`src/logic/boardPkg.sv`:
```
package boardPkg;

  // lab board I/O description

  // keypad
  // one level per key, asynchronous to clk
  localparam int numKeys = 16;

  // width of an encoded key index
  localparam int keyIndexWidth = $clog2(numKeys);

  // seven-segment display
  // number of decimal digits shown by default
  localparam int defaultDigits = 5;

  // segment bytes, bit 0 is segment a, bit 6 is segment g
  // bit 7 (decimal point) stays off in every entry
  // entries 10 to 15 hold hex letters A to F
  localparam logic [7:0] segPattern [16] = '{
    8'h3f, 8'h06, 8'h5b, 8'h4f,
    8'h66, 8'h6d, 8'h7d, 8'h07,
    8'h7f, 8'h67, 8'h77, 8'h7c,
    8'h39, 8'h5e, 8'h79, 8'h71
  };

  // an all-dark digit
  localparam logic [7:0] segBlank = 8'h00;

endpackage

```
`src/logic/pcPkg.sv`:
```
package pcPkg;

  // instruction address datapath

  // default address width
  // top level takes this as its parameter default
  localparam int addrWidth = 32;

  // sequential advance in bytes, one 32-bit instruction word
  // jump offsets are scaled by the same word size
  localparam int stepBytes = 4;

  // address loaded while nRst is low
  // must stay word aligned
  localparam int resetAddress = 0;

endpackage

```
`src/logic/bcdConverter.sv`:
```
`timescale 1ns/1ps

module bcdConverter #(
  parameter int addrWidth = pcPkg::addrWidth,
  parameter int numDigits = boardPkg::defaultDigits
) (
  input  logic                   clk,
  input  logic                   nRst,
  input  logic                   start,
  input  logic [addrWidth-1:0]   binary,
  output logic [numDigits*4-1:0] digits,
  output logic                   valid
);

  localparam int bcdWidth   = numDigits * 4;
  localparam int countWidth = $clog2(addrWidth + 1);

  // conversion in progress
  logic                  busy;
  // shifts still to do
  logic [countWidth-1:0] bitCount;
  // binary bits not yet shifted in, msb first
  logic [addrWidth-1:0]  binShift;
  // running BCD value
  logic [bcdWidth-1:0]   bcdShift;
  // BCD value after the add-3 step
  logic [bcdWidth-1:0]   bcdAdjusted;

  // add 3 to every digit of 5 or more before doubling
  always_comb begin
    bcdAdjusted = bcdShift;
    for (int d = 0; d < numDigits; d++) begin
      if (bcdShift[d*4 +: 4] >= 4'd5) begin
        bcdAdjusted[d*4 +: 4] = bcdShift[d*4 +: 4] + 4'd3;
      end
    end
  end

  // control and result registers
  always_ff @(posedge clk or negedge nRst) begin
    if (!nRst) begin
      busy     <= 1'b0;
      bitCount <= '0;
      digits   <= '0;
      // idle with zeros shown
      valid    <= 1'b1;
    end else if (start) begin
      // restart even in the middle of a conversion
      busy     <= 1'b1;
      bitCount <= countWidth'(addrWidth);
      valid    <= 1'b0;
    end else if (busy) begin
      if (bitCount != '0) begin
        bitCount <= bitCount - 1'b1;
      end else begin
        // all bits in, publish the digits
        busy   <= 1'b0;
        digits <= bcdShift;
        valid  <= 1'b1;
      end
    end
  end

  // datapath shift registers
  always_ff @(posedge clk) begin
    if (start) begin
      binShift <= binary;
      bcdShift <= '0;
    end else if (busy && bitCount != '0) begin
      // carry out of the top digit is lost, so the result is mod 10^numDigits
      bcdShift <= {bcdAdjusted[bcdWidth-2:0], binShift[addrWidth-1]};
      binShift <= {binShift[addrWidth-2:0], 1'b0};
    end
  end

  // decimal digits only once the result is shown
  for (genvar d = 0; d < numDigits; d++) begin : gDigitCheck
    digitDecimal: assert property (@(posedge clk) disable iff (!nRst)
      valid |-> (digits[d*4 +: 4] <= 4'd9));
  end

endmodule

```
`src/logic/keyCommand.sv`:
```
`timescale 1ns/1ps

module keyCommand #(
  parameter int addrWidth = pcPkg::addrWidth
) (
  input  logic                          clk,
  input  logic                          nRst,
  input  logic [boardPkg::numKeys-1:0]  keys,
  output logic                          step,
  output logic [addrWidth-1:0]          jumpOffset
);

  import boardPkg::*;
  import pcPkg::*;

  // highest pressed key, straight from the pad
  logic [keyIndexWidth-1:0] highestKey;
  // stage one of the synchronizer plus the index captured with it
  logic                     keyAny1;
  logic [keyIndexWidth-1:0] keyIndex1;
  // stage two, previous value of stage one
  logic                     keyAny2;
  // signed jump distance in words
  int                       offsetWords;

  // priority encoder, last hit wins so the highest index is kept
  always_comb begin
    highestKey = '0;
    for (int i = 0; i < numKeys; i++) begin
      if (keys[i]) begin
        highestKey = keyIndexWidth'(i);
      end
    end
  end

  // two-flop synchronizer on the OR of all keys
  always_ff @(posedge clk or negedge nRst) begin
    if (!nRst) begin
      keyAny1 <= 1'b0;
      keyAny2 <= 1'b0;
    end else begin
      keyAny1 <= |keys;
      keyAny2 <= keyAny1;
    end
  end

  // index sampled on the same edge as stage one
  always_ff @(posedge clk) begin
    keyIndex1 <= highestKey;
  end

  // rising edge of stage one
  assign step = keyAny1 & ~keyAny2;

  // keys 0-3 jump forward 1..4 words
  // keys 4-7 jump backward 1..4 words
  // upper keys give no offset
  always_comb begin
    if (keyIndex1 <= keyIndexWidth'(3)) begin
      offsetWords = int'(keyIndex1) + 1;
    end else if (keyIndex1 <= keyIndexWidth'(7)) begin
      offsetWords = 3 - int'(keyIndex1);
    end else begin
      offsetWords = 0;
    end
  end

  // signed product, sign extended to the address width
  assign jumpOffset = addrWidth'(offsetWords * stepBytes);

  // key must drop for a cycle before another step
  stepOnePulse: assert property (@(posedge clk) disable iff (!nRst)
    step |=> !step);

  // offsets keep the counter word aligned
  offsetAligned: assert property (@(posedge clk) disable iff (!nRst)
    step |-> (jumpOffset[1:0] == 2'b00));

endmodule

```
`src/logic/pcDemoTop.sv`:
```
`timescale 1ns/1ps

module pcDemoTop #(
  parameter int addrWidth = pcPkg::addrWidth,
  parameter int numDigits = boardPkg::defaultDigits
) (
  input  logic                          clk,
  input  logic                          nRst,
  input  logic [boardPkg::numKeys-1:0]  keys,
  input  logic                          forceJump,
  input  logic                          condJump,
  input  logic                          condValue,
  input  logic                          linkEnable,
  output logic [addrWidth-1:0]          instructionAddress,
  output logic [addrWidth-1:0]          linkAddress,
  output logic [numDigits*8-1:0]        segments,
  output logic                          displayValid
);

  // key press strobe and its mapped offset
  logic                   step;
  logic [addrWidth-1:0]   jumpOffset;
  // counter update pulse, starts the conversion
  logic                   stepped;
  // decimal digits, digit 0 least significant
  logic [numDigits*4-1:0] digits;

  // input side
  keyCommand #(
    .addrWidth(addrWidth)
  ) i_keyCommand (
    .clk       (clk),
    .nRst      (nRst),
    .keys      (keys),
    .step      (step),
    .jumpOffset(jumpOffset)
  );

  // processing
  programCounter #(
    .addrWidth(addrWidth)
  ) i_programCounter (
    .clk               (clk),
    .nRst              (nRst),
    .step              (step),
    .jumpOffset        (jumpOffset),
    .forceJump         (forceJump),
    .condJump          (condJump),
    .condValue         (condValue),
    .linkEnable        (linkEnable),
    .instructionAddress(instructionAddress),
    .linkAddress       (linkAddress),
    .stepped           (stepped)
  );

  // output side
  bcdConverter #(
    .addrWidth(addrWidth),
    .numDigits(numDigits)
  ) i_bcdConverter (
    .clk   (clk),
    .nRst  (nRst),
    .start (stepped),
    .binary(instructionAddress),
    .digits(digits),
    .valid (displayValid)
  );

  // one decoder per digit
  // display dark while a conversion runs
  for (genvar d = 0; d < numDigits; d++) begin : gSeg
    segDecode i_segDecode (
      .digit   (digits[d*4 +: 4]),
      .blank   (!displayValid),
      .segments(segments[d*8 +: 8])
    );
  end

endmodule

```
`src/logic/programCounter.sv`:
```
`timescale 1ns/1ps

module programCounter #(
  parameter int addrWidth = pcPkg::addrWidth
) (
  input  logic                 clk,
  input  logic                 nRst,
  input  logic                 step,
  input  logic [addrWidth-1:0] jumpOffset,
  input  logic                 forceJump,
  input  logic                 condJump,
  input  logic                 condValue,
  input  logic                 linkEnable,
  output logic [addrWidth-1:0] instructionAddress,
  output logic [addrWidth-1:0] linkAddress,
  output logic                 stepped
);

  import pcPkg::*;

  // jump rule from the switch levels
  logic                 takeJump;
  // fall-through address, also the return address
  logic [addrWidth-1:0] seqAddress;
  // relative jump target
  logic [addrWidth-1:0] jumpAddress;

  assign takeJump    = forceJump | (condJump & condValue);
  assign seqAddress  = instructionAddress + addrWidth'(stepBytes);
  // wraps modulo 2^addrWidth on a backward jump below 0
  assign jumpAddress = instructionAddress + jumpOffset;

  always_ff @(posedge clk or negedge nRst) begin
    if (!nRst) begin
      instructionAddress <= addrWidth'(resetAddress);
      linkAddress        <= '0;
      stepped            <= 1'b0;
    end else begin
      // done pulse lines up with the new address
      stepped <= step;
      if (step) begin
        if (takeJump) begin
          instructionAddress <= jumpAddress;
        end else begin
          instructionAddress <= seqAddress;
        end
        // return address only when asked for
        if (linkEnable) begin
          linkAddress <= seqAddress;
        end else begin
          linkAddress <= '0;
        end
      end else begin
        // link is a one-step pulse
        linkAddress <= '0;
      end
    end
  end

  // relies on the offset map upstream
  addrAligned: assert property (@(posedge clk) disable iff (!nRst)
    instructionAddress[1:0] == 2'b00);

  // address only moves on a step
  addrHolds: assert property (@(posedge clk) disable iff (!nRst)
    !step |=> $stable(instructionAddress));

endmodule

```
`src/logic/segDecode.sv`:
```
`timescale 1ns/1ps

module segDecode (
  input  logic [3:0] digit,
  input  logic       blank,
  output logic [7:0] segments
);

  import boardPkg::*;

  // purely combinational lookup
  // blank and non-decimal codes both give a dark digit
  always_comb begin
    if (blank) begin
      segments = segBlank;
    end else if (digit > 4'd9) begin
      // hex letters are never shown here
      segments = segBlank;
    end else begin
      segments = segPattern[digit];
    end
  end

endmodule

```
`config.mk`:
```
export PLATFORM = sky130hd
export DESIGN_NAME = pcDemoTop
export DESIGN_NICKNAME = d
export VERILOG_FILES = /design/src/logic/boardPkg.sv /design/src/logic/pcPkg.sv /design/src/logic/bcdConverter.sv /design/src/logic/keyCommand.sv /design/src/logic/pcDemoTop.sv /design/src/logic/programCounter.sv /design/src/logic/segDecode.sv
export SDC_FILE = /design/constraint.sdc
export NUM_CORES = 1
export LEC_CHECK = 0
export BUFFER_PORTS_ARGS = -buffer_cell sky130_fd_sc_hd__buf_2
export CORE_UTILIZATION = 53
export CTS_CLUSTER_SIZE = 12
export DETAILED_ROUTE_END_ITERATION = 16
export GPL_TIMING_DRIVEN = 0
export HOLD_SLACK_MARGIN = 0.06
export PLACE_DENSITY = 0.75
export SETUP_SLACK_MARGIN = 0.15
export SYNTH_ARGS = -nofsm -noshare
export SYNTH_HDL_FRONTEND = slang
export SYNTH_SLANG_ARGS = --single-unit
```
`constraint.sdc`:
```
create_clock -name clk -period 3.5 [get_ports clk]
set_clock_uncertainty 0.05 [all_clocks]
set_input_delay 0.35 -clock clk [delete_from_list [all_inputs] [get_ports clk]]
set_output_delay 0.35 -clock clk [all_outputs]
set_load 0.02 [all_outputs]
```
==> results.cfg, run 1 <==
[timing]
hold_viol = 0
slew_viol_final = 0
fin_crit_sh_pct = 91.95
setup_viol = 0
rsz0062_at_grt = false
setup_slack_ns = 0.2818
timing.fmax_mhz = 310.7
maxSlewHeadroom_pct = 48.48
fin_crit_ns = 3.218
holdWs_ns = 0.08489
worst_slew_pin_slew_ns = 0.7717

[floorplan]
core_mm2 = 0.01802
start_util_pct = 54.42
fp.dieH_um = 138.0
num_rows = 49
die_x_um = 138.0
dieArea_mm2 = 0.01906
io_pins = 127

[synthesis]
yosysWarnings = 0
synthFlopType = dfrtp_1
yosysSeqAreaShare_pct = 37.31
synth_edf_count = 30
synthTopCellsByArea = dfrtp_1, ha_1, edfxtp_1
synth_area_per_cell_um2 = 8.620
yosys.area.top_type = dfrtp_1
synth_top_area_share_pct = 22.96
async_flop_share_pct = 62.76
synth_cells = 1138
syn_area_mm2 = 0.009809
synth-seq-cells = 145
synth.distinct_cells = 73

[detailed_routing]
postRouteAntennaNets = 0
routedWlPerCell_um = 16.27
drtIter0Drc = 730
wirelength_mm = 24.88
num_vias = 8867
route.detailed.drc = 0
vias_per_cell = 5.799
first_pass_iters = 6

[clock_network]
cts_htree_levels = 4
clkTransAtPathRegs_ns = 0.06
cts_tree = done
cts.sinks = 145
clockBufferDepth = 2
clockRootBuffer = clkbuf_16
numCtsBuffers = 17
worstSkewPairLatency_ns = 0.42

[placement]
place_hpwl_mm = 18.63
io_buffers = 117
post-place-ws_ns = -0.1965
place_congestion = 0.9387
placed_cell_area_mm2 = 0.01074

[final_layout]
final_util_pct = 63.32
final_area_mm2 = 0.01141
drive_gt1_share_pct = 17.08
nNetsFinal = 1383
num_antenna_cells = 0
synthToLayoutAreaGrowth_pct = 16.35

[global_routing]
grt_overflow = 0
antenna_found_initial = 0
grt_pass1_wl_mm = 40.84
grt_max_degree = 56
grt_pass1_vias = 8197
grt_usage_pct = 26.50

[setup_path]
critPathLaunch = i_keyCommand.keyIndex1[3]
path_max_fanout = 12
reg2reg_from = i_keyCommand.keyIndex1[3]
r2r-end = i_programCounter.instructionAddress[29]
reg2regPathDepth = 11
reg2reg_slack_ns = 0.28
path_class = flip-flop to flip-flop
arrival_ns = 3.46
cp_data_required_time_ns = 3.74
worst_setup_path_end_kind = flip-flop
crit_end = i_programCounter.instructionAddress[29]
cp-start-kind = flip-flop

[pwr]
power_leakage_uw = 0.005082
total_power_uw = 7687
powerDensity_mw_per_mm2 = 673.5
vdd_drop_max_mv = 0.5952

[job]
max_cap_viol_count = 0

[outcome]
status = finished clean

[min_path]
hp-start = keys[15]
hold_class = primary input to flip-flop
[layout make-up]
class | count | area (um2)
Fill cell | 1548 | 6611
Sequential cell | 145 | 3660
Buffer | 67 | 297.8
Tap cell | 229 | 286.5
Inverter | 50 | 187.7
Timing Repair Buffer | 121 | 655.6
Multi-Input combinational cell | 885 | 5736
Clock buffer | 19 | 454.2
Clock inverter | 13 | 136.4
[metrics by stage]
step	cells	TNS [ns]
global placement	1492	-0.3980
global route	1529	0
floorplan	1146	0
finish	1529	0
CTS	1528	0
detailed placement	1493	-0.5234
[sequential cells by signal (all words and copies together), names as in the netlist]
register                             flops
i_bcdConverter.busy                      1
i_keyCommand.keyAny1                     1
i_programCounter.linkAddress            30
i_programCounter.instructionAddress     30
i_programCounter.stepped                 1
i_bcdConverter.bitCount                  6
i_keyCommand.keyIndex1                   4
i_keyCommand.keyAny2                     1
i_bcdConverter.bcdShift                 20
i_bcdConverter.valid                     1
i_bcdConverter.digits                   20
i_bcdConverter.binShift                 30
[worst min path at each step]
stage | endpoint | slack [ns] | depth (start not counted)
after CTS | i_keyCommand.keyIndex1[1] | 0.08 | 3
after detailed placement | i_bcdConverter.digits[15] | 0.30 | 1
after floorplan | i_bcdConverter.bitCount[0] | 0.004 | 0
final | i_keyCommand.keyIndex1[1] | 0.08 | 3
after global placement | i_keyCommand.keyAny2 | 0.32 | 0
after global routing | i_keyCommand.keyIndex1[1] | 0.09 | 3
[power breakdown]
group          internal [uW]  total, uW  switching, uW
registers               2270       2640            364
logic                   1250       3250           1990
clock network           1090       1800            715
[worst max-delay path, stage by stage, from the launching register on]
cell	delay, ns
dfxtp_1	0.63
nor2b_4	0.08
buf_12	0.16
ha_1	0.36
a211oi_2	0.30
o221ai_2	0.15
a221oi_4	0.37
o21ai_2	0.14
a21boi_1	0.32
o22a_1	0.19
xor2_1	0.22
o21ai_1	0.09
[cells in the final DEF, fill, tap and decap left out, types with 12 or more instances in the layout]
master,instances
a21o_1,15
a21oi_1,103
buf_2,123
clkbuf_1,42
clkbuf_16,18
dfrtp_1,90
dfxtp_1,24
edfxtp_1,30
ha_1,73
inv_1,49
mux2_2,31
mux2i_1,12
nand2_1,101
nand2b_1,16
nand3_1,27
nand4_1,17
nor2_1,142
nor2b_1,13
nor3_1,22
o21ai_0,34
o21ai_1,52
o22ai_1,18
xnor2_1,33
xor2_1,25
[cells in the mapped netlist (6+ instances only)]
cell	number
nor2_1	142
a21oi_1	105
nand2_1	101
dfrtp_1	90
ha_1	73
o21ai_1	52
inv_1	49
clkbuf_1	41
o21ai_0	34
xnor2_1	33
mux2_2	31
edfxtp_1	30
nand3_1	27
xor2_1	25
dfxtp_1	24
nor3_1	23
o22ai_1	18
nand4_1	17
nand2b_1	16
a21o_1	15
nor2b_1	15
a211oi_1	12
mux2i_1	12
mux2_1	11
buf_4	10
a31oi_1	9
buf_1	9
nor4_1	9
a22oi_1	7
and3_1	7
buf_2	7
a221oi_1	6
and2_1	6
[routing by layer]
| layer | track usage, % | part of all wire, % | vias up |
|---|---|---|---|
| met5 | 0 | 0 | - |
| met4 | 9.543 | 2.4 | 0 |
| met3 | 4.191 | 5.2 | 47 |
| met2 | 43.61 | 49 | 313 |
| met1 | 35.34 | 44 | 4190 |
| li1 | - | - | 4317 |
[logic make-up after synthesis]
family	synth area share, %
other cells	0.03823
fa+ha+maj	9.515
flops	37.31
compound gates	18.37
simple gates	18.29
buf+inv	4.949
mux	6.352
xor+xnor	5.179
[what timing repair did]
item                                    4_1_cts  5_1_grt
endpoints found under the setup margin       12        6
endpoints found under the hold margin        36        0
gates resized for setup                       1        6
setup buffers                                 0        1
hold buffers                                  2        0
gates cloned                                  1        0
No activity file was read; power rests on OpenSTA's default activity.
==> inputs of run 2 (changes only) <==
--- a/config.mk
+++ b/config.mk
@@ -11,7 +11,7 @@
 export DETAILED_ROUTE_END_ITERATION = 16
 export GPL_TIMING_DRIVEN = 0
 export HOLD_SLACK_MARGIN = 0.06
-export PLACE_DENSITY = 0.75
+export PLACE_DENSITY_LB_ADDON = 0.25
 export SETUP_SLACK_MARGIN = 0.15
 export SYNTH_ARGS = -nofsm -noshare
 export SYNTH_HDL_FRONTEND = slang
==> run 2 against run 1 <==
Against the previous run:
- register-to-register slack improved by 0.03 ns
- first-iteration DRC count fell by 17%
- flip-flop and latch count did not move
- critical path depth rose by 1
- critical path type unchanged
- count of clock-buffer cells in the layout rose by 2
- global-route usage fell by 0.20 points
- final cell count barely moved
- worst hold slack got worse by 0.0024 ns
- die area did not move
==> results.cfg, run 2 (synthesis gave the netlist of run 1 again) <==
[global_routing]
busiest_layer = met2
grtUsageMet3_pct = 3.602
grt_pass1_wl_mm = 40.32
grt_pass1_vias = 7970
grt_overflow = 0
use_met2_pct = 44.45
grt_usage_pct = 26.30
grt_max_degree = 48
antenna_found_initial = 0
grtUsageMet1_pct = 34.61

[timing]
worst_slew_pin_slew_ns = 0.7326
maxSlewHeadroom_pct = 51.09
hold_viol = 0
setup_viol = 0
rsz0062_at_grt = true
setup_tns_ns = 0
fin_crit_ns = 3.185
fin_crit_sh_pct = 91.01
timing.fmax_mhz = 313.9
slew_viol_final = 0

[outcome]
status = finished clean

[final_layout]
final_area_mm2 = 0.01142
final_cell_mix = nor2_1, buf_2, a21oi_1
largestRegisters = i_bcdConverter.binShift (30), i_programCounter.instructionAddress (30), i_programCounter.linkAddress (30)
num_antenna_cells = 0
nNetsFinal = 1382
synthToLayoutAreaGrowth_pct = 16.42
drive_gt1_share_pct = 16.86
layout_commonest_cell = nor2_1

[detailed_routing]
route.detailed.drc = 0
drtIter0Drc = 609
num_vias = 8733
first_pass_iters = 5
wirelength_mm = 24.92
postRouteAntennaNets = 0
routedWlPerCell_um = 16.31
vias_per_cell = 5.715

[pwr]
vdd_drop_max_mv = 0.6225
powerDensity_mw_per_mm2 = 678.7
switching_share_pct = 39.27
combPwrFrac_pct = 41.3
p_seq_share_pct = 34.1
net-switching-power_uw = 3044
power_leakage_uw = 0.005082
clockPowerShare_pct = 24.6
p_int_uw = 4707

[placement]
placed_cell_area_mm2 = 0.01074
place_congestion = 0.9490
io_buffers = 117
place_hpwl_mm = 18.29

[floorplan]
num_rows = 49
dieArea_mm2 = 0.01906
fp.dieH_um = 138.0
start_util_pct = 54.42
core_mm2 = 0.01802
die_x_um = 138.0
io_pins = 127

[setup_path]
path_class = flip-flop to flip-flop
cp_data_required_time_ns = 3.75
cp-start-kind = flip-flop
worst_setup_path_end_kind = flip-flop
path_max_fanout = 7
r2r-end = i_programCounter.instructionAddress[30]
reg2reg_slack_ns = 0.31
reg2regPathDepth = 12
reg2reg_from = i_keyCommand.keyIndex1[3]
arrival_ns = 3.43

[clock_network]
cts.sinks = 145
clockRootBuffer = clkbuf_16
clkTransAtPathRegs_ns = 0.06
worstSkewPairLatency_ns = 0.43
clockBufferDepth = 2
numCtsBuffers = 17
cts_tree = done
cts_htree_levels = 4

[min_path]
hold_class = primary input to flip-flop
hold_end = i_keyCommand.keyIndex1[1]
hold_path_depth = 3
hp-start = keys[15]

[job]
max_cap_viol_count = 0
## run 2: metal layers
metal	vias up	part of all wire [%]
met2	300	49
met4	0	1.7
met1	4092	44
li1	4312	-
met5	-	0
met3	29	5.6
## run 2: worst max-delay path by stage
| stage | start | to | slack [ns] |
|---|---|---|---|
| 5_1_grt | i_keyCommand.keyIndex1[0] | i_programCounter.instructionAddress[26] | 0.11 |
| 6_report | i_keyCommand.keyIndex1[3] | i_programCounter.instructionAddress[30] | 0.31 |
| 3_5_place_dp | i_keyCommand.keyIndex1[2] | i_programCounter.instructionAddress[29] | -0.16 |
| 4_1_cts | i_keyCommand.keyIndex1[2] | i_programCounter.instructionAddress[29] | 0.17 |
| 3_3_place_gp | i_keyCommand.keyIndex1[2] | i_programCounter.instructionAddress[29] | -0.17 |
| 2_1_floorplan | i_keyCommand.keyIndex1[2] | i_programCounter.instructionAddress[27] | 0.44 |
## run 2: power by group through the flow
stage               Combinational [uW]  Clock [uW]  Sequential, uW
detailed placement                3200           0            2660
global placement                  3120           0            2640
floorplan                         2430           0            2570
CTS                               3210        1920            2640
global route                      3590        2010            2700
finish                            3200        1900            2650
## run 2: stage by stage
step	util (%)	total power, uW	std cells	hold slack, ns	setup WS [ns]
after floorplan	-	5000	1146	0.004409	0.4428
after global placement	59.44	5761	1492	0.3162	-0.1746
after detailed placement	59.61	5852	1493	0.3222	-0.1574
after CTS	63.15	7767	1526	0.07074	0.1713
after global routing	63.36	8304	1528	0.07704	0.1052
final	63.36	7751	1528	0.08251	0.3147
## run 2: layout make-up
cell class / count / area, um2
buffer: 67 / 297.8
clock buffer: 21 / 471.7
clock inverter: 11 / 151.4
fill: 1569 / 6605
inverter: 50 / 187.7
multi-input combinational: 885 / 5719
sequential: 145 / 3660
tap: 229 / 286.5
timing repair buffer: 120 / 645.6
## run 2: repair_timing
item	in CTS	in global routing
endpoints found under the hold margin	44	0
endpoints found under the setup margin	12	7
hold buffers	1	0
gates cloned	0	1
setup buffers	0	1
gates resized for setup	1	2
## run 2: critical path: stages (launching register included)
cell and delay [ns]:
dfxtp_1 0.61, nor2_1 0.10, ha_1 0.22, inv_1 0.07
fa_1 0.20, nor2b_1 0.08, o2111ai_1 0.22, a21oi_1 0.13
nor3_1 0.43, o211ai_1 0.19, a221oi_1 0.40, xor2_1 0.25
o21ai_1 0.09
